[src/source/hub_settings.svh]
// --------------------------------------
// hub controller settings
// RAM geometry, chip register widths
// sequencer timeout, acknowledge codes
// --------------------------------------

`ifndef HUB_SETTINGS_SVH
`define HUB_SETTINGS_SVH

// hub RAM, 2048 x 32
`define HUB_ADDR_W      11
`define HUB_DATA_W      32
`define HUB_MEM_DEPTH   2048

// ethernet chip register bus
`define REG_OFFSET_W    8           // register offset
`define REG_DATA_W      16          // register data, word access

// ack/resp wait timeout, 4096 cycles at 49.152 MHz is about 83 us
`define HUB_TIMEOUT_W   12
`define HUB_TIMEOUT_MAX 4095        // last count before giving up

// firewire acknowledge codes
`define ACK_CODE_W      4
`define ACK_DONE        4'h1        // write done, nothing follows
`define ACK_PEND        4'h2        // read pending, response follows

`define NODE_W          4           // node count minus one, 1..16 nodes

`endif

[src/source/hubPkg.sv]
// --------------------------------------
// hub controller types
// status codes and status word views
// completion strobes, register request
// --------------------------------------

`include "hub_settings.svh"

package hubPkg;

	// status codes
	// bit 5 nodes known, bits 4:3 ethernet line, bits 2:0 firewire line
	typedef enum logic [5:0] {
		StInit       = 6'b000000,  // chip init running
		StSetupIdle  = 6'b010000,  // wait for pc request or node-set
		StSetupTx    = 6'b000001,
		StSetupAck   = 6'b000100,
		StSetupResp  = 6'b000110,
		StSetupReply = 6'b011000,
		StPcIdle     = 6'b110000,  // pc command mode
		StPcTx       = 6'b100001,
		StPcAck      = 6'b100100,
		StPcResp     = 6'b100110,
		StPcReply    = 6'b111000,
		StBcReq      = 6'b100011,  // broadcast mode
		StBcAck      = 6'b100101,
		StBcCollect  = 6'b100111,
		StBcReply    = 6'b101000
	} hubStatus_e;

	// same status word, whole code or per-line fields
	typedef union packed {
		hubStatus_e code;          // sequencer view
		struct packed {
			logic       nodesKnown;
			logic [1:0] ethLine;   // 01 bc resp out, 10 pc req in, 11 pc resp out
			logic [2:0] fwLine;    // firewire tx/rx phase
		} lines;                   // arbiter view
	} hubStatus_u;

	// one-cycle completion strobes from the links
	typedef struct packed {
		logic ethInitDone;
		logic nodeSet;         // node count received from pc
		logic pcReqNew;
		logic pcReqTxed;
		logic bcReqTxed;
		logic ackRxed;
		logic respRxed;
		logic bcRespRxed;      // one per node
		logic transDone;       // reply sent to pc
	} hubEvents_t;

	// register bus request plus ethernet port of hub RAM
	typedef struct packed {
		logic [`REG_OFFSET_W-1:0] offset;
		logic                     isWord;     // 0 byte, 1 word
		logic                     write;
		logic [`REG_DATA_W-1:0]   writeData;
		logic                     newCommand; // start a register access
		logic [`HUB_ADDR_W-1:0]   memAddr;
		logic                     memWen;
		logic [`HUB_DATA_W-1:0]   memWdata;
	} regReq_t;

endpackage

[src/source/regBusArbiter.sv]
// --------------------------------------
// ethernet register bus arbiter
// init, transmit or receive owns the
// chip registers and RAM port B
// --------------------------------------

`timescale 1ns/100ps

module regBusArbiter (
	input  hubPkg::hubStatus_u status,
	input  hubPkg::regReq_t    initReq,
	input  hubPkg::regReq_t    transReq,
	input  hubPkg::regReq_t    recvReq,
	output hubPkg::regReq_t    regBus
);

	logic initOwn;
	logic transOwn;
	logic recvOwn;

	// --------------------------------------
	// owner from status, in priority order
	// --------------------------------------
	assign initOwn  = (status.code == hubPkg::StInit);
	assign transOwn = !initOwn && status.lines.ethLine[0];  // reply going to pc
	assign recvOwn  = !initOwn && !status.lines.ethLine[0]
		&& status.lines.ethLine[1];                         // pc request coming in

	// only the owner's request gets through
	always_comb begin
		if (initOwn) begin
			regBus = initReq;
		end else if (transOwn) begin
			regBus = transReq;
		end else if (recvOwn) begin
			regBus = recvReq;
		end else begin
			regBus        = '0;    // no command, no RAM write
			regBus.isWord = 1'b1;  // bus parks in word mode
		end
	end

	// --------------------------------------
	// checks
	// --------------------------------------
	// init never touches the RAM and transmit only reads it
	memWenOwner: assert final (!regBus.memWen || recvOwn)
		else $error("RAM write on port B without receive owning the bus");

endmodule

[config.mk]
export PLATFORM = sky130hd
export DESIGN_NAME = regBusArbiter
export DESIGN_NICKNAME = d
export VERILOG_FILES = /design/src/source/hubPkg.sv /design/src/source/regBusArbiter.sv
export VERILOG_INCLUDE_DIRS = /design/src /design/src/source
export SDC_FILE = /design/constraint.sdc
export NUM_CORES = 1
export LEC_CHECK = 0
export BUFFER_PORTS_ARGS = -buffer_cell sky130_fd_sc_hd__buf_2
export CORE_AREA = 2 2 113 115
export DETAILED_ROUTE_END_ITERATION = 12
export DIE_AREA = 0 0 115 117
export SYNTH_ARGS = -nofsm -noshare
export SYNTH_HDL_FRONTEND = slang
export SYNTH_SLANG_ARGS = --single-unit
[constraint.sdc]
create_clock -name vclk -period 2.1
set_input_delay 0.21 -clock vclk [all_inputs]
set_output_delay 0.21 -clock vclk [all_outputs]
set_load 0.005 [all_outputs]
==> results.md, run 1 <==
- Synth Area in Compound Gates: between 40% and 50%
- CP Cell Sequence: buf_2 -> or4_4 -> nor3_4 -> buf_12 -> a221o_1 -> buf_2
- Top post-synthesis cells by area: a221o_1 (48%), nand2_1 (18%), nor2_1 (18%)
- Hold Buf Count CTS: 0
- Vias in the first global route: approximately 2,300
- Multi-input gate area: roughly 1300 µm²
- Fin nets: approximately 730
- Syn-to-layout area delta: 105%
- Syn Area/Cell: about 6 µm²
- Power per cell area: 187 nW/µm²
- Critical path capture point type: output port
- Starting Density: between 10% and 20%
- Buf/Inv on CP: 3
- Maximum vdd drop: 0.101 mV
- Routed vias/inst: around 4.3
- # setup viols final: 0
- Register area share after synthesis: 0%
- Crit path DAT: 1.68 ns
- Setup TNS: 0 ns
- Logic pwr share: 100.0%
- Die ar.: approximately 13,000 µm²
- Syn Inst Count: approximately 250
- Top-area cell type share of the netlist area: approximately 48%
- Core footprint: about 12,000 µm²
- Count of cell types in the netlist: 11
- Final core occ: 24.3%
- Crit path max-delay family: simple AND/OR/NAND/NOR gates
- Fill cells: around 1,400
- Antenna diodes: 0
- Resized Gates After CTS: 0
- Most used cell, CP: buf_2
- Synth Area in XOR/XNOR: 0%
- Yosys top cell by area: a221o_1
- Unrepaired setup endpoints after global routing: false
- Post-Route WL: 7720 µm
- Switch share: about two fifths
- Overflow after GRT: 0
- Clock power share: 0%
- Largest family of logic cells by synthesized area: compound AO/OA/AOI/OAI gates
- Die Span X: 115 µm
- Fmax achieved: ~0.53 GHz
- Status: finished clean
- Residual DRC: 0
- Synth Area in Adders: 0%
- Io pins: between 200 and 300
- MaxCap Viol Count: 0
- Sequential cell count: 0
- Mapped Area: ~1500 µm²
- Clock buffer count: 0
- First-pass GRT wire length: 10,600 µm
- Routed vias: ~2,800
- Hpwl dp: ~6200 µm
- Synth Area in Simple Gates: 38.5%
- Final hold vios: 0
- Slew HR: between 50% and 60%
- Slowest stage delay, CP: ~0.53 ns
- Worst EP required: ~1.9 ns
- Synth cell count leaders: a221o_1 (70), nand2_1 (70), nor2_1 (70), clkbuf_1 (22), buf_6 (8)
- Startpoint types: input port
- Final min period: roughly 1.9 ns
- Sequential Power Share: 0%
- Setup bufs post-CTS: 0
- Tcrit/Tclk final: between 80% and 90%
- Synth Net Count: 466
- GRT Total Usage: 9.46%
- Worst slew pin tran: a little over 0.7 ns
- Largest net degree at the start of global routing: slightly below 80
- DR WL/cell: about 12 µm
- Die Span Y: roughly 120 µm
- Fin. max-slew vios: 0
- Seq. cell area: 0 µm²
- Gpl congestion: 0.764
- Port bufs: 290
- Number of antenna-violating nets in the routed design: 0
- Yosys warns: 0
- Antenna violations before repair: 0
- Critical path peak fanout: 71
- DRT iter0 DRCs: about 110
- Mux contribution to synthesized area: 0%
- P_int: between 0.0003 and 0.0004 W
- CP max-delay cell: or4_4
- Type of the most critical hold path: in -> out
- Pre-Repair DR Iteration Count: 4
- NetSw: roughly 0.00023 W
- Leak Pwr: about 1.8 nW
- Row Count: 41
- Kind of critical path: in -> out
- Share of cells above drive strength 1: 58.0%
final timing paths:
check  startpoint    endpoint  slack (ns)  cells past startpoint
max     status[1]  regBus[68]        0.21                      6
min    initReq[1]   regBus[1]        0.71                      3
cells by family after synthesis:
| logic type | after synthesis |
|---|---|
| buffers and inverters | 33 |
| AOI/OAI and AO/OA | 71 |
| and+or+nand+nor | 143 |
power groups by stage:
stage,logic (W),registers [W],clock network (W)
floorplan,0.000237,0,0
global placement,0.000559,0,0
detailed placement,0.000562,0,0
CTS,0.000564,0,0
global route,0.000624,0,0
finish,0.000559,0,0
routing by layer:
metal  global-route usage (%)  routed length [µm]  vias up
met4                        0                   0        0
li1                         -                   -     1451
met3                    0.772                 658        0
met1                     12.4                3350     1219
met5                        0                   0        -
met2                     18.0                3710      165
worst min-delay path: stages:
cell,delay [ns]
buf_2,0.08
a221o_1,0.11
buf_2,0.10
cell usage in the layout, fill, tap and decap left out, drive strengths merged:
cell type    n
nor3b        1
a221oi       1
nor3         1
nor2        70
or4          1
buf        294
inv          2
a221o       70
nand2       70
through the flow:
step                std cells  instance area (µm²)  hold slack [ns]  setup WS, ns  total power (W)
global route              660                 2990            0.718         0.171         0.000624
floorplan                 247                 1460            0.518         0.478         0.000237
finish                    660                 2990            0.706         0.213         0.000559
CTS                       660                 2990            0.706         0.212         0.000564
global placement          660                 2990            0.703         0.206         0.000559
detailed placement        660                 2990            0.706         0.216         0.000562
cell type report:
type	instances	share of cell area, %
multi-input cells	214	42.5
repair buffers	294	50.9
inverters	2	0.251
well taps	150	6.28
Power figures use the tool's default switching activity.
==> run 2: changes to the inputs <==
Settings changed: RECOVER_POWER from default to 100.
==> run 2 against run 1 <==
Effect of this change:
- setup slack worse by 0.039 ns
- largest power group unchanged
- final area is 1.8% lower
- routed wire length is 0.21% higher
- die area stayed put
- core utilization is 0.43 points lower
- critical endpoint unchanged
- power is 2.3% lower
- worst hold slack hardly changed
- largest cell class unchanged
==> results.md, run 2 (synthesis gave the netlist of run 1 again) <==
- Pre-Repair DR Iteration Count: 4 (unchanged)
- Critical path peak fanout: 71 (unchanged)
- Tcrit/Tclk final: 91.7% (was 89.8%)
- Overflow after GRT: 0 (unchanged)
- Crit path DAT: 1.72 ns (was 1.68 ns)
- Worst slew pin tran: 0.718 ns (was 0.713 ns)
- Final hold vios: 0 (unchanged)
- DRT iter0 DRCs: 108 (was 106)
- Die Span Y: 117 µm (unchanged)
- Die Span X: 115 µm (unchanged)
- Share of cells above drive strength 1: 50.2% (was 58.0%)
- MaxCap Viol Count: 0 (unchanged)
- Residual DRC: 0 (unchanged)
- Antenna diodes: 0 (unchanged)
- Unrepaired setup endpoints after global routing: false (unchanged)
- Final Hold Slack: 0.706 ns (about the same)
- Io pins: 290 (unchanged)
- Final min period: 1.93 ns (was 1.89 ns)
- Row Count: 41 (unchanged)
- Routed vias/inst: 4.31 (was 4.30)
- Most frequent cells in the layout: buf_2 (250), nand2_1 (70), nor2_1 (70), a221o_1 (70), clkbuf_1 (37) (was buf_2 (289), nand2_1 (70), nor2_1 (70), a221o_1 (70), buf_12 (3))
- Fin. max-slew vios: 0 (unchanged)
- Gpl congestion: 0.764 (unchanged)
- Seq. cell area: 0 µm² (unchanged)
- DR WL/cell: 11.7 µm (about the same)
- Setup bufs post-CTS: 0 (unchanged)
- Status: finished clean (unchanged)
- Resized Gates After CTS: 0 (unchanged)
- Leak Pwr: 1.63 nW (was 1.76 nW)
- Fmax achieved: 0.519 GHz (was 0.530 GHz)
- Type of the most critical hold path: in -> out (unchanged)
- Commonest non-fill, non-tap cell in the layout: buf_2 (unchanged)
- Startpoint types: input port (unchanged)
- Number of antenna-violating nets in the routed design: 0 (unchanged)
- Worst EP required: 1.89 ns (about the same)
- Core footprint: 12,300 µm² (unchanged)
- First-pass GRT wire length: 10,600 µm (unchanged)
- Setup TNS: 0 ns (unchanged)
- Sequential cell count: 0 (unchanged)
- Fin nets: 731 (unchanged)
- # setup viols final: 0 (unchanged)
- Clock buffer count: 0 (unchanged)
- Slew HR: 52.1% (was 52.5%)
- Antenna violations before repair: 0 (unchanged)
- Vias in the first global route: 2,304 (unchanged)
- Power per cell area: 186 nW/µm² (was 187 nW/µm²)
- Starting Density: 11.8% (unchanged)
- Maximum vdd drop: 0.0953 mV (was 0.101 mV)
- GRT Total Usage: 9.46% (unchanged)
- Hold Buf Count CTS: 0 (unchanged)
- Non-Filler Instances: 660 (unchanged)
- Hpwl dp: 6170 µm (unchanged)
- Kind of critical path: in -> out (unchanged)
- Largest net degree at the start of global routing: 77 (unchanged)
- Post-Route WL: 7740 µm (was 7720 µm)
- Syn-to-layout area delta: 102% (was 105%)
- Routed vias: 2,844 (was 2,835)
- Inst Count DP: 660 (unchanged)
- Critical path capture point type: output port (unchanged)
- Die ar.: 13,500 µm² (unchanged)
- Port bufs: 290 (unchanged)
==> run 2: metal layers <==
layer  wire (µm)  global-route usage, %
met5           0                      0
met4           0                      0
met3         701                  0.772
met2        3740                   18.0
met1        3290                   12.4
==> run 2: worst paths after layout <==
check / from / slack (ns) / end / cells past startpoint
min: initReq[65] / 0.71 / regBus[65] / 3
max: status[1] / 0.17 / regBus[68] / 6
==> run 2: report_power, final <==
part	internal (W)	leakage, nW	switching [W]
registers	0	0	0
clock network	0	0	0
logic	0.000312	1.63	0.000235
==> run 2: critical path, stage by stage <==
cell,delay (ns)
buf_2,0.09
or4_1,0.56
nor3_4,0.17
buf_12,0.31
a221o_1,0.21
buf_2,0.11
==> run 2: layout make-up <==
cell class / instances / area [µm²]
Tap cell: 150 / 188
Inverter: 2 / 7.51
Multi-Input combinational cell: 214 / 1270
Fill cell: 1423 / 9380
Timing Repair Buffer: 294 / 1470
==> run 2: through the flow <==
step	utilization [%]	worst slack, ns	power [W]	cell area (µm²)
5_1_grt	23.8	0.116	0.000611	2930
4_1_cts	24.3	0.212	0.000564	2990
3_5_place_dp	24.3	0.216	0.000562	2990
3_3_place_gp	24.3	0.206	0.000559	2990
2_1_floorplan	-	0.478	0.000237	1460
6_report	23.8	0.174	0.000546	2930
