File: config.mk
export PLATFORM = sky130hd
export DESIGN_NAME = hubSequencer
export DESIGN_NICKNAME = d
export VERILOG_FILES = /design/src/source/hubPkg.sv /design/src/source/hubSequencer.sv
export VERILOG_INCLUDE_DIRS = /design/src /design/src/source
export SDC_FILE = /design/constraint.sdc
export NUM_CORES = 1
export LEC_CHECK = 0
export ABC_AREA = 0
export BUFFER_PORTS_ARGS = -buffer_cell sky130_fd_sc_hd__buf_2
export CORE_MARGIN = 10
export CORE_UTILIZATION = 45
export DETAILED_ROUTE_END_ITERATION = 6
export PLACE_DENSITY = 0.63
export SKIP_CTS_REPAIR_TIMING = 1
export SYNTH_ARGS = -nofsm -noshare
export SYNTH_HDL_FRONTEND = slang
export SYNTH_SLANG_ARGS = --single-unit
export TNS_END_PERCENT = 50
File: constraint.sdc
create_clock -name sysclk -period 2.5 [get_ports sysclk]
set_input_delay 0.25 -clock sysclk [delete_from_list [all_inputs] [get_ports sysclk]]
set_output_delay 0.25 -clock sysclk [all_outputs]
set_load 0.02 [all_outputs]
File: src/source/hub_settings.svh
// --------------------------------------
// hub controller settings
// RAM geometry, chip register widths
// sequencer timeout, acknowledge codes
// --------------------------------------

`ifndef HUB_SETTINGS_SVH
`define HUB_SETTINGS_SVH

// hub RAM, 2048 x 32
`define HUB_ADDR_W      11
`define HUB_DATA_W      32
`define HUB_MEM_DEPTH   2048

// ethernet chip register bus
`define REG_OFFSET_W    8           // register offset
`define REG_DATA_W      16          // register data, word access

// ack/resp wait timeout, 4096 cycles at 49.152 MHz is about 83 us
`define HUB_TIMEOUT_W   12
`define HUB_TIMEOUT_MAX 4095        // last count before giving up

// firewire acknowledge codes
`define ACK_CODE_W      4
`define ACK_DONE        4'h1        // write done, nothing follows
`define ACK_PEND        4'h2        // read pending, response follows

`define NODE_W          4           // node count minus one, 1..16 nodes

`endif

File: src/source/hubPkg.sv
// --------------------------------------
// hub controller types
// status codes and status word views
// completion strobes, register request
// --------------------------------------

`include "hub_settings.svh"

package hubPkg;

	// status codes
	// bit 5 nodes known, bits 4:3 ethernet line, bits 2:0 firewire line
	typedef enum logic [5:0] {
		StInit       = 6'b000000,  // chip init running
		StSetupIdle  = 6'b010000,  // wait for pc request or node-set
		StSetupTx    = 6'b000001,
		StSetupAck   = 6'b000100,
		StSetupResp  = 6'b000110,
		StSetupReply = 6'b011000,
		StPcIdle     = 6'b110000,  // pc command mode
		StPcTx       = 6'b100001,
		StPcAck      = 6'b100100,
		StPcResp     = 6'b100110,
		StPcReply    = 6'b111000,
		StBcReq      = 6'b100011,  // broadcast mode
		StBcAck      = 6'b100101,
		StBcCollect  = 6'b100111,
		StBcReply    = 6'b101000
	} hubStatus_e;

	// same status word, whole code or per-line fields
	typedef union packed {
		hubStatus_e code;          // sequencer view
		struct packed {
			logic       nodesKnown;
			logic [1:0] ethLine;   // 01 bc resp out, 10 pc req in, 11 pc resp out
			logic [2:0] fwLine;    // firewire tx/rx phase
		} lines;                   // arbiter view
	} hubStatus_u;

	// one-cycle completion strobes from the links
	typedef struct packed {
		logic ethInitDone;
		logic nodeSet;         // node count received from pc
		logic pcReqNew;
		logic pcReqTxed;
		logic bcReqTxed;
		logic ackRxed;
		logic respRxed;
		logic bcRespRxed;      // one per node
		logic transDone;       // reply sent to pc
	} hubEvents_t;

	// register bus request plus ethernet port of hub RAM
	typedef struct packed {
		logic [`REG_OFFSET_W-1:0] offset;
		logic                     isWord;     // 0 byte, 1 word
		logic                     write;
		logic [`REG_DATA_W-1:0]   writeData;
		logic                     newCommand; // start a register access
		logic [`HUB_ADDR_W-1:0]   memAddr;
		logic                     memWen;
		logic [`HUB_DATA_W-1:0]   memWdata;
	} regReq_t;

endpackage

File: src/source/hubSequencer.sv
// --------------------------------------
// hub status sequencer
// setup, pc command and broadcast flows
// ack/resp timeout, bc response counter
// --------------------------------------

`timescale 1ns/100ps

`include "hub_settings.svh"

module hubSequencer (
	input  logic                   sysclk,
	input  logic                   RSTN,
	input  hubPkg::hubEvents_t     events,
	input  logic [`ACK_CODE_W-1:0] ackCode,
	input  logic [`NODE_W-1:0]     numNode,
	input  logic                   modeBroadcast,
	output hubPkg::hubStatus_u     status,
	output logic                   bcModeLed
);

	hubPkg::hubStatus_u           statusQ;
	hubPkg::hubStatus_e           stateNext;
	logic [`HUB_TIMEOUT_W-1:0]    timeoutCnt;
	logic [`NODE_W-1:0]           pktCount;    // bc responses so far
	logic [`NODE_W-1:0]           numNodeQ;
	logic                         modeBc;
	logic                         timeoutHit;
	logic                         inWait;

	// states that give up after the timeout
	function automatic logic isTimedWait(input hubPkg::hubStatus_e s);
		return s inside {hubPkg::StSetupAck, hubPkg::StSetupResp,
			hubPkg::StPcAck, hubPkg::StPcResp};
	endfunction

	assign inWait     = isTimedWait(statusQ.code);
	assign timeoutHit = (timeoutCnt == `HUB_TIMEOUT_W'(`HUB_TIMEOUT_MAX));

	// --------------------------------------
	// next state
	// --------------------------------------
	always_comb begin
		stateNext = statusQ.code;  // hold by default, stray strobes ignored
		case (statusQ.code)
			hubPkg::StInit:
				if (events.ethInitDone) stateNext = hubPkg::StSetupIdle;
			hubPkg::StSetupIdle: begin
				if (events.nodeSet) begin  // node-set beats a new request
					if (modeBroadcast)
						stateNext = hubPkg::StBcReq;
					else
						stateNext = hubPkg::StPcIdle;
				end else if (events.pcReqNew) begin
					stateNext = hubPkg::StSetupTx;
				end
			end
			hubPkg::StSetupTx:
				if (events.pcReqTxed) stateNext = hubPkg::StSetupAck;
			hubPkg::StSetupAck: begin
				// pend waits for data, done and error codes both end here
				if (events.ackRxed) begin
					if (ackCode == `ACK_PEND)
						stateNext = hubPkg::StSetupResp;
					else
						stateNext = hubPkg::StSetupIdle;
				end else if (timeoutHit) begin
					stateNext = hubPkg::StSetupIdle;
				end
			end
			hubPkg::StSetupResp: begin
				if (events.respRxed)
					stateNext = hubPkg::StSetupReply;
				else if (timeoutHit)
					stateNext = hubPkg::StSetupIdle;
			end
			hubPkg::StSetupReply:
				if (events.transDone) stateNext = hubPkg::StSetupIdle;
			// pc command mode, same handshake
			hubPkg::StPcIdle:
				if (events.pcReqNew) stateNext = hubPkg::StPcTx;
			hubPkg::StPcTx:
				if (events.pcReqTxed) stateNext = hubPkg::StPcAck;
			hubPkg::StPcAck: begin
				if (events.ackRxed) begin
					if (ackCode == `ACK_PEND)
						stateNext = hubPkg::StPcResp;
					else
						stateNext = hubPkg::StPcIdle;
				end else if (timeoutHit) begin
					stateNext = hubPkg::StPcIdle;
				end
			end
			hubPkg::StPcResp: begin
				if (events.respRxed)
					stateNext = hubPkg::StPcReply;
				else if (timeoutHit)
					stateNext = hubPkg::StPcIdle;
			end
			hubPkg::StPcReply:
				if (events.transDone) stateNext = hubPkg::StPcIdle;
			// broadcast mode
			hubPkg::StBcReq:
				if (events.bcReqTxed) stateNext = hubPkg::StBcAck;
			hubPkg::StBcAck: begin
				if (events.ackRxed) begin
					if (ackCode == `ACK_DONE)
						stateNext = hubPkg::StBcCollect;
					else
						stateNext = hubPkg::StBcReq;  // bad ack, send again
				end
			end
			hubPkg::StBcCollect:
				if (events.bcRespRxed && pktCount == numNodeQ)  // last node
					stateNext = hubPkg::StBcReply;
			hubPkg::StBcReply:
				if (events.transDone) stateNext = hubPkg::StBcReq;
			default:
				stateNext = hubPkg::StInit;
		endcase
	end

	// --------------------------------------
	// registers
	// --------------------------------------
	always_ff @(posedge sysclk or negedge RSTN) begin
		if (!RSTN) begin
			statusQ.code <= hubPkg::StInit;
			timeoutCnt   <= '0;
			pktCount     <= '0;
			numNodeQ     <= '0;
			modeBc       <= 1'b0;
		end else begin
			statusQ.code <= stateNext;
			// counts only while staying in a wait state
			if (inWait && stateNext == statusQ.code)
				timeoutCnt <= timeoutCnt + 1'b1;
			else
				timeoutCnt <= '0;
			if (stateNext != hubPkg::StBcCollect)
				pktCount <= '0;
			else if (statusQ.code == hubPkg::StBcCollect && events.bcRespRxed)
				pktCount <= pktCount + 1'b1;
			// mode fixed once nodes are known
			if (statusQ.code == hubPkg::StSetupIdle && events.nodeSet) begin
				modeBc   <= modeBroadcast;
				numNodeQ <= numNode;
			end
		end
	end

	assign status    = statusQ;
	assign bcModeLed = modeBc;  // lit in broadcast mode

	// --------------------------------------
	// checks
	// --------------------------------------
	statusLegal: assert property (@(posedge sysclk) disable iff (!RSTN)
		statusQ.code inside {hubPkg::StInit, hubPkg::StSetupIdle, hubPkg::StSetupTx,
			hubPkg::StSetupAck, hubPkg::StSetupResp, hubPkg::StSetupReply,
			hubPkg::StPcIdle, hubPkg::StPcTx, hubPkg::StPcAck, hubPkg::StPcResp,
			hubPkg::StPcReply, hubPkg::StBcReq, hubPkg::StBcAck,
			hubPkg::StBcCollect, hubPkg::StBcReply})
		else $error("status left the code set: %b", statusQ);

	timeoutIdle: assert property (@(posedge sysclk) disable iff (!RSTN)
		!inWait |-> timeoutCnt == '0)
		else $error("timeout count %0d outside wait state", timeoutCnt);

endmodule

==> flow_summary.toml, run 1 <==
[detailed_routing]
drt_iter0_markers = 41
via_count = 1396
drcViolationCount = 0
wire_per_inst_um = 14.9
viasPerCell = 5.61
dr.pass1.iters = 4
ant_nets = 0
wirelength_mm = 3.70

[sta]
skew_ns = 0.00190
hold_viol = 27
timing.final.crit_share_pct = 88.4
setup_viol = 0
maxSlewHeadroom_pct = 60.1
clock.fmax_mhz = 453
rsz0062_at_grt = "false"
worst_pin_slew_ns = 0.599
setup-tns-final_ns = 0
drv_slew = 0
fin_crit_ns = 2.21
fin_ws_ns = 0.290
hold_slack_ns = -0.0225

[pwr]
p_per_area_mw_per_mm2 = 690
peakVddDrop_mv = 0.336
finalPower_w = 0.00132
leakagePower_nw = 0.840

[synth]
synth_common_cells = "dfrtp_1 (27), nor2_1 (21), nand2_1 (16)"
synth_warnings = 0
async_flop_share_pct = 100
synth_seq_cells = 27
synth_top_cell_by_area = "dfrtp_1"
synth_top_area_share_pct = 39.9
syn-num-nets = 196
yosysSeqAreaShare_pct = 39.9
synth_edf_count = 0
yosysUniqueCellTypes = 55
synth_area_mm2 = 0.00169
yosysMostFrequentCell = "dfrtp_1"
synthCells = 174
syn_area_per_cell_um2 = 9.72
ys.flop_type = "dfrtp_1"
yosys-top-cells-area = "dfrtp_1 (40%), nor2_1 (4.7%), xor2_1 (4.1%)"

[floorplanning]
die_h_um = 81.3
die_area_mm2 = 0.00661
die_x_um = 81.3
io_pins = 27
core_area_mm2 = 0.00366
row_count = 22
start_util_pct = 46.2

[finish]
n_fill_cell = 339
n_antenna_cell = 0
multi_input_area_um2 = 936
syn2layout_area_growth_pct = 12.9
nets = 224
layout-drive-gt1-share_pct = 24.9
ff_latch_area_um2 = 676

[clock_network]
clock_latency_ns = 0.27
root_buffer = "clkbuf_8"
h-tree-depth = 1
numCtsBuffers = 3
clkSinkCount = 27
cts_buffer_depth = 2
cts_tree = "built"
cts.clk_slew.worst_paths_ns = 0.09

[worst_setup_path]
r2r_slack_ns = 0.29
path_max_fanout = 15
cp.arrival_ns = 2.35
critPathKind = "reg -> reg"
crit_path_end_kind = "register"
required_ns = 2.64
crit_path_start_kind = "register"

[min_path]
hp-class = "in -> async"

[grt]
track_usage_pct = 11.9
grt_max_degree = 28
gr-total-overflow = 0
grt_first_pass_wirelength_mm = 6.52
grt_pass1_vias = 1457
antenna_found_initial = 0

[place]
dp_hpwl_mm = 2.90
place_worst_setup_slack_ns = 0.275
io_buffers = 26
place_congestion = 0.834

[status]
failed_checks = "negative hold slack"
status = "finished with violations"

[run]
maxCapViolCount = 0
## area by class of cell
cell class / count / area share [%]
Tap cell: 48 / 3.14
Timing Repair Buffer: 31 / 8.78
Multi-Input combinational cell: 132 / 49.0
Inverter: 7 / 1.38
Sequential cell: 27 / 35.4
Clock buffer: 4 / 2.36
## logic make-up after synthesis
family	count (synthesis)	share of synthesized area [%]
AOI/OAI and AO/OA	30	15.5
buffers and inverters	15	4.73
muxes	5	3.25
and+or+nand+nor	81	27.8
adders and majority gates	2	1.48
xor gates and xnor gates	14	7.25
DFF	27	39.9
## worst max-delay path: stages (launching register included)
cell	delay, ns
dfrtp_1	0.56
or4b_4	0.61
nor4_4	0.24
a211o_2	0.16
inv_1	0.04
a21oi_2	0.37
nor2_1	0.10
## layout by cell type, fill, tap and decap left out, types with 2 or more instances in the layout
cell       netlist  layout
xnor2_1          6       6
a31oi_1          2       2
mux2_2           4       4
nor2b_1          4       4
nor4_1           2       2
buf_2            4      26
o2111ai_1        2       2
and3_1           2       2
nand3_1          7       7
nand4_1          4       4
nand2b_1         2       2
nor2_1          21      21
buf_4            1       5
clkbuf_8         0       3
xor2_1           8       8
o211ai_1         2       2
nor3_1           8       8
a21oi_1          3       3
nand2_1         16      16
dfrtp_1         27      27
ha_1             2       2
inv_1            7       7
o21ai_0          6       6
## stage by stage
stage               instance area [µm²]  utilization [%]  cells
finish                             1910             52.2    249
global route                       1910             52.2    249
CTS                                1910             52.2    249
detailed placement                 1870             51.0    245
global placement                   1870             51.0    245
floorplan                          1690                -    174
## final timing paths
| path | startpoint | cells after the start | to |
|---|---|---|---|
| min | RSTN | 1 | numNodeQ[2] |
| max | status[3] | 6 | timeoutCnt[7] |
| min reg2reg | timeoutCnt[0] | 1 | timeoutCnt[0] |
| min in group sysclk | numNode[0] | 2 | numNodeQ[0] |
| max reg2reg | status[3] | 6 | timeoutCnt[7] |
| max in group asynchronous | RSTN | 1 | pktCount[2] |
## registers in the layout, summed over array words and instances, names as in the netlist
signal / cells
bcModeLed: 1
numNodeQ: 4
pktCount: 4
status: 6
timeoutCnt: 12
## report_power, final
group	switching, W	internal (W)	total (W)
combinational	0.000250	0.000217	0.000467
sequential	0.000106	0.000503	0.000608
clock	0.000129	0.000114	0.000243
total	0.000485	0.000834	0.00132
## routing by layer
layer | vias up | part of all wire, % | track usage, % | wire [µm]
met1 | 674 | 46 | 14.7 | 1690
li1 | 682 | - | - | -
met3 | 6 | 6.4 | 2.76 | 237
met2 | 34 | 46 | 19.4 | 1720
met4 | 0 | 1.5 | 5.19 | 55
met5 | - | 0 | 0 | 0
No activity file was read; power rests on OpenSTA's default activity.
==> run 2: changes to the inputs <==
- RECOVER_POWER: not set -> 25
==> run 2 against run 1 <==
Effect of this change: clock skew barely moved; utilization about the same; highest routed layer unchanged; via count about the same; die area stayed put; combinational power about the same; first-iteration DRC count did not move; register-to-register slack about the same; sequential power barely moved; the flow now finishes without violations.
==> flow_summary.toml, run 2 (synthesis results as in run 1) <==
[floorplanning]
start_util_pct = 46.2
die_area_mm2 = 0.00661
core_area_mm2 = 0.00366
die_x_um = 81.3
row_count = 22
die_h_um = 81.3
io_pins = 27

[min_path]
worstHoldEndpoint = "numNodeQ[0]"
min_from = "numNode[0]"
holdPathStages = 2
hp-class = "in -> reg"

[grt]
grt_first_pass_wirelength_mm = 6.52
track_usage_pct = 11.9
grt_pass1_vias = 1457
grt_max_degree = 28
antenna_found_initial = 0
gr-total-overflow = 0

[detailed_routing]
wirelength_mm = 3.70
drt_iter0_markers = 41
drcViolationCount = 0
ant_nets = 0
wire_per_inst_um = 14.9
via_count = 1397
dr.pass1.iters = 4
viasPerCell = 5.61

[sta]
worst_pin_slew_ns = 1.44
skew_ns = 0.00190
drv_slew = 0
clock.fmax_mhz = 453
fin_crit_ns = 2.21
setup_viol = 0
timing.final.crit_share_pct = 88.4
maxSlewHeadroom_pct = 4.06
hold_viol = 0
rsz0062_at_grt = "false"
setup-tns-final_ns = 0

[clock_network]
h-tree-depth = 1
cts_buffer_depth = 2
cts_tree = "built"
cts.clk_slew.worst_paths_ns = 0.09
root_buffer = "clkbuf_8"
clock_latency_ns = 0.27
clkSinkCount = 27
numCtsBuffers = 3

[finish]
n_antenna_cell = 0
largest_register_ffs = 12
final_area_mm2 = 0.00191
nets = 224
n_fill_cell = 340
final_common_cell = "dfrtp_1"
final_cell_mix = "dfrtp_1 (27), buf_2 (25), nor2_1 (21), nand2_1 (16)"
top_register = "timeoutCnt"
syn2layout_area_growth_pct = 12.9
multi_input_area_um2 = 936
ff_latch_area_um2 = 676
layout-drive-gt1-share_pct = 24.4

[worst_setup_path]
required_ns = 2.64
cp.arrival_ns = 2.35
critPathKind = "reg -> reg"
crit_path_end_kind = "register"
worstRegToRegCells = 6
rr_startpoint = "status[3]"
rr_endpoint = "timeoutCnt[7]"
crit_start = "status[3]"
r2r_slack_ns = 0.29
path_max_fanout = 15
crit_path_start_kind = "register"

[pwr]
switchingPower_w = 0.000485
p_sw_share_pct = 36.8
pwr-share-comb_pct = 35.4
seq_power_share_pct = 46.1
peakVddDrop_mv = 0.336
leakagePower_nw = 0.837
p_int_w = 0.000834
pwr-share-clk_pct = 18.5
p_per_area_mw_per_mm2 = 691

[place]
dp_hpwl_mm = 2.90
detailed_place.area_mm2 = 0.00187
place_congestion = 0.834
io_buffers = 26

[status]
status = "finished clean"

[run]
maxCapViolCount = 0
-- run 2: changes by cell type in the layout (fill, tap and decap cells not counted) --
cell,delta
buf_2,-1
clkbuf_1,+1
-- run 2: layout make-up --
class / count / share of cell area (%)
clock buffers: 4 / 2.36
inverters: 7 / 1.38
multi-input cells: 132 / 49.0
flip-flops and latches: 27 / 35.4
well taps: 48 / 3.15
repair buffers: 31 / 8.72
-- run 2: power groups by stage --
stage	logic [W]	clock network, W	registers [W]
floorplan	0.000363	0	0.000590
global placement	0.000464	0	0.000610
detailed placement	0.000472	0	0.000618
CTS	0.000473	0.000249	0.000608
global route	0.000515	0.000266	0.000623
finish	0.000467	0.000243	0.000608
-- run 2: worst max-delay path, cell delays in order, from the launching register on --
cell and delay [ns]:
dfrtp_1 0.56, or4b_4 0.61, nor4_4 0.24, a211o_2 0.16, inv_1 0.04, a21oi_2 0.37
nor2_1 0.10
-- run 2: worst max-delay path by stage --
| stage | end | slack [ns] | cells past startpoint |
|---|---|---|---|
| 3_3_place_gp | timeoutCnt[5] | 0.35 | 6 |
| 5_1_grt | timeoutCnt[4] | 0.1 | 6 |
| 4_1_cts | timeoutCnt[8] | 0.25 | 6 |
| 2_1_floorplan | timeoutCnt[6] | 0.39 | 8 |
| 6_report | timeoutCnt[7] | 0.29 | 6 |
| 3_5_place_dp | timeoutCnt[8] | 0.28 | 6 |
-- run 2: per-stage QoR --
step	worst slack (ns)	hold WS [ns]	std cells	power (W)	utilization [%]
final	0.290	0.209	249	0.00132	52.2
after global routing	0.0961	0.220	249	0.00140	52.2
after CTS	0.248	0.00183	249	0.00133	52.2
after detailed placement	0.275	0.295	245	0.00109	51.0
after global placement	0.348	0.277	245	0.00107	51.0
after floorplan	0.390	-0.0456	174	0.000953	-
-- run 2: routing by layer --
layer | GRT usage (%) | share of wire [%]
met2 | 19.4 | 46
met1 | 14.7 | 46
met4 | 5.19 | 1.5
met5 | 0 | 0
met3 | 2.76 | 6.4
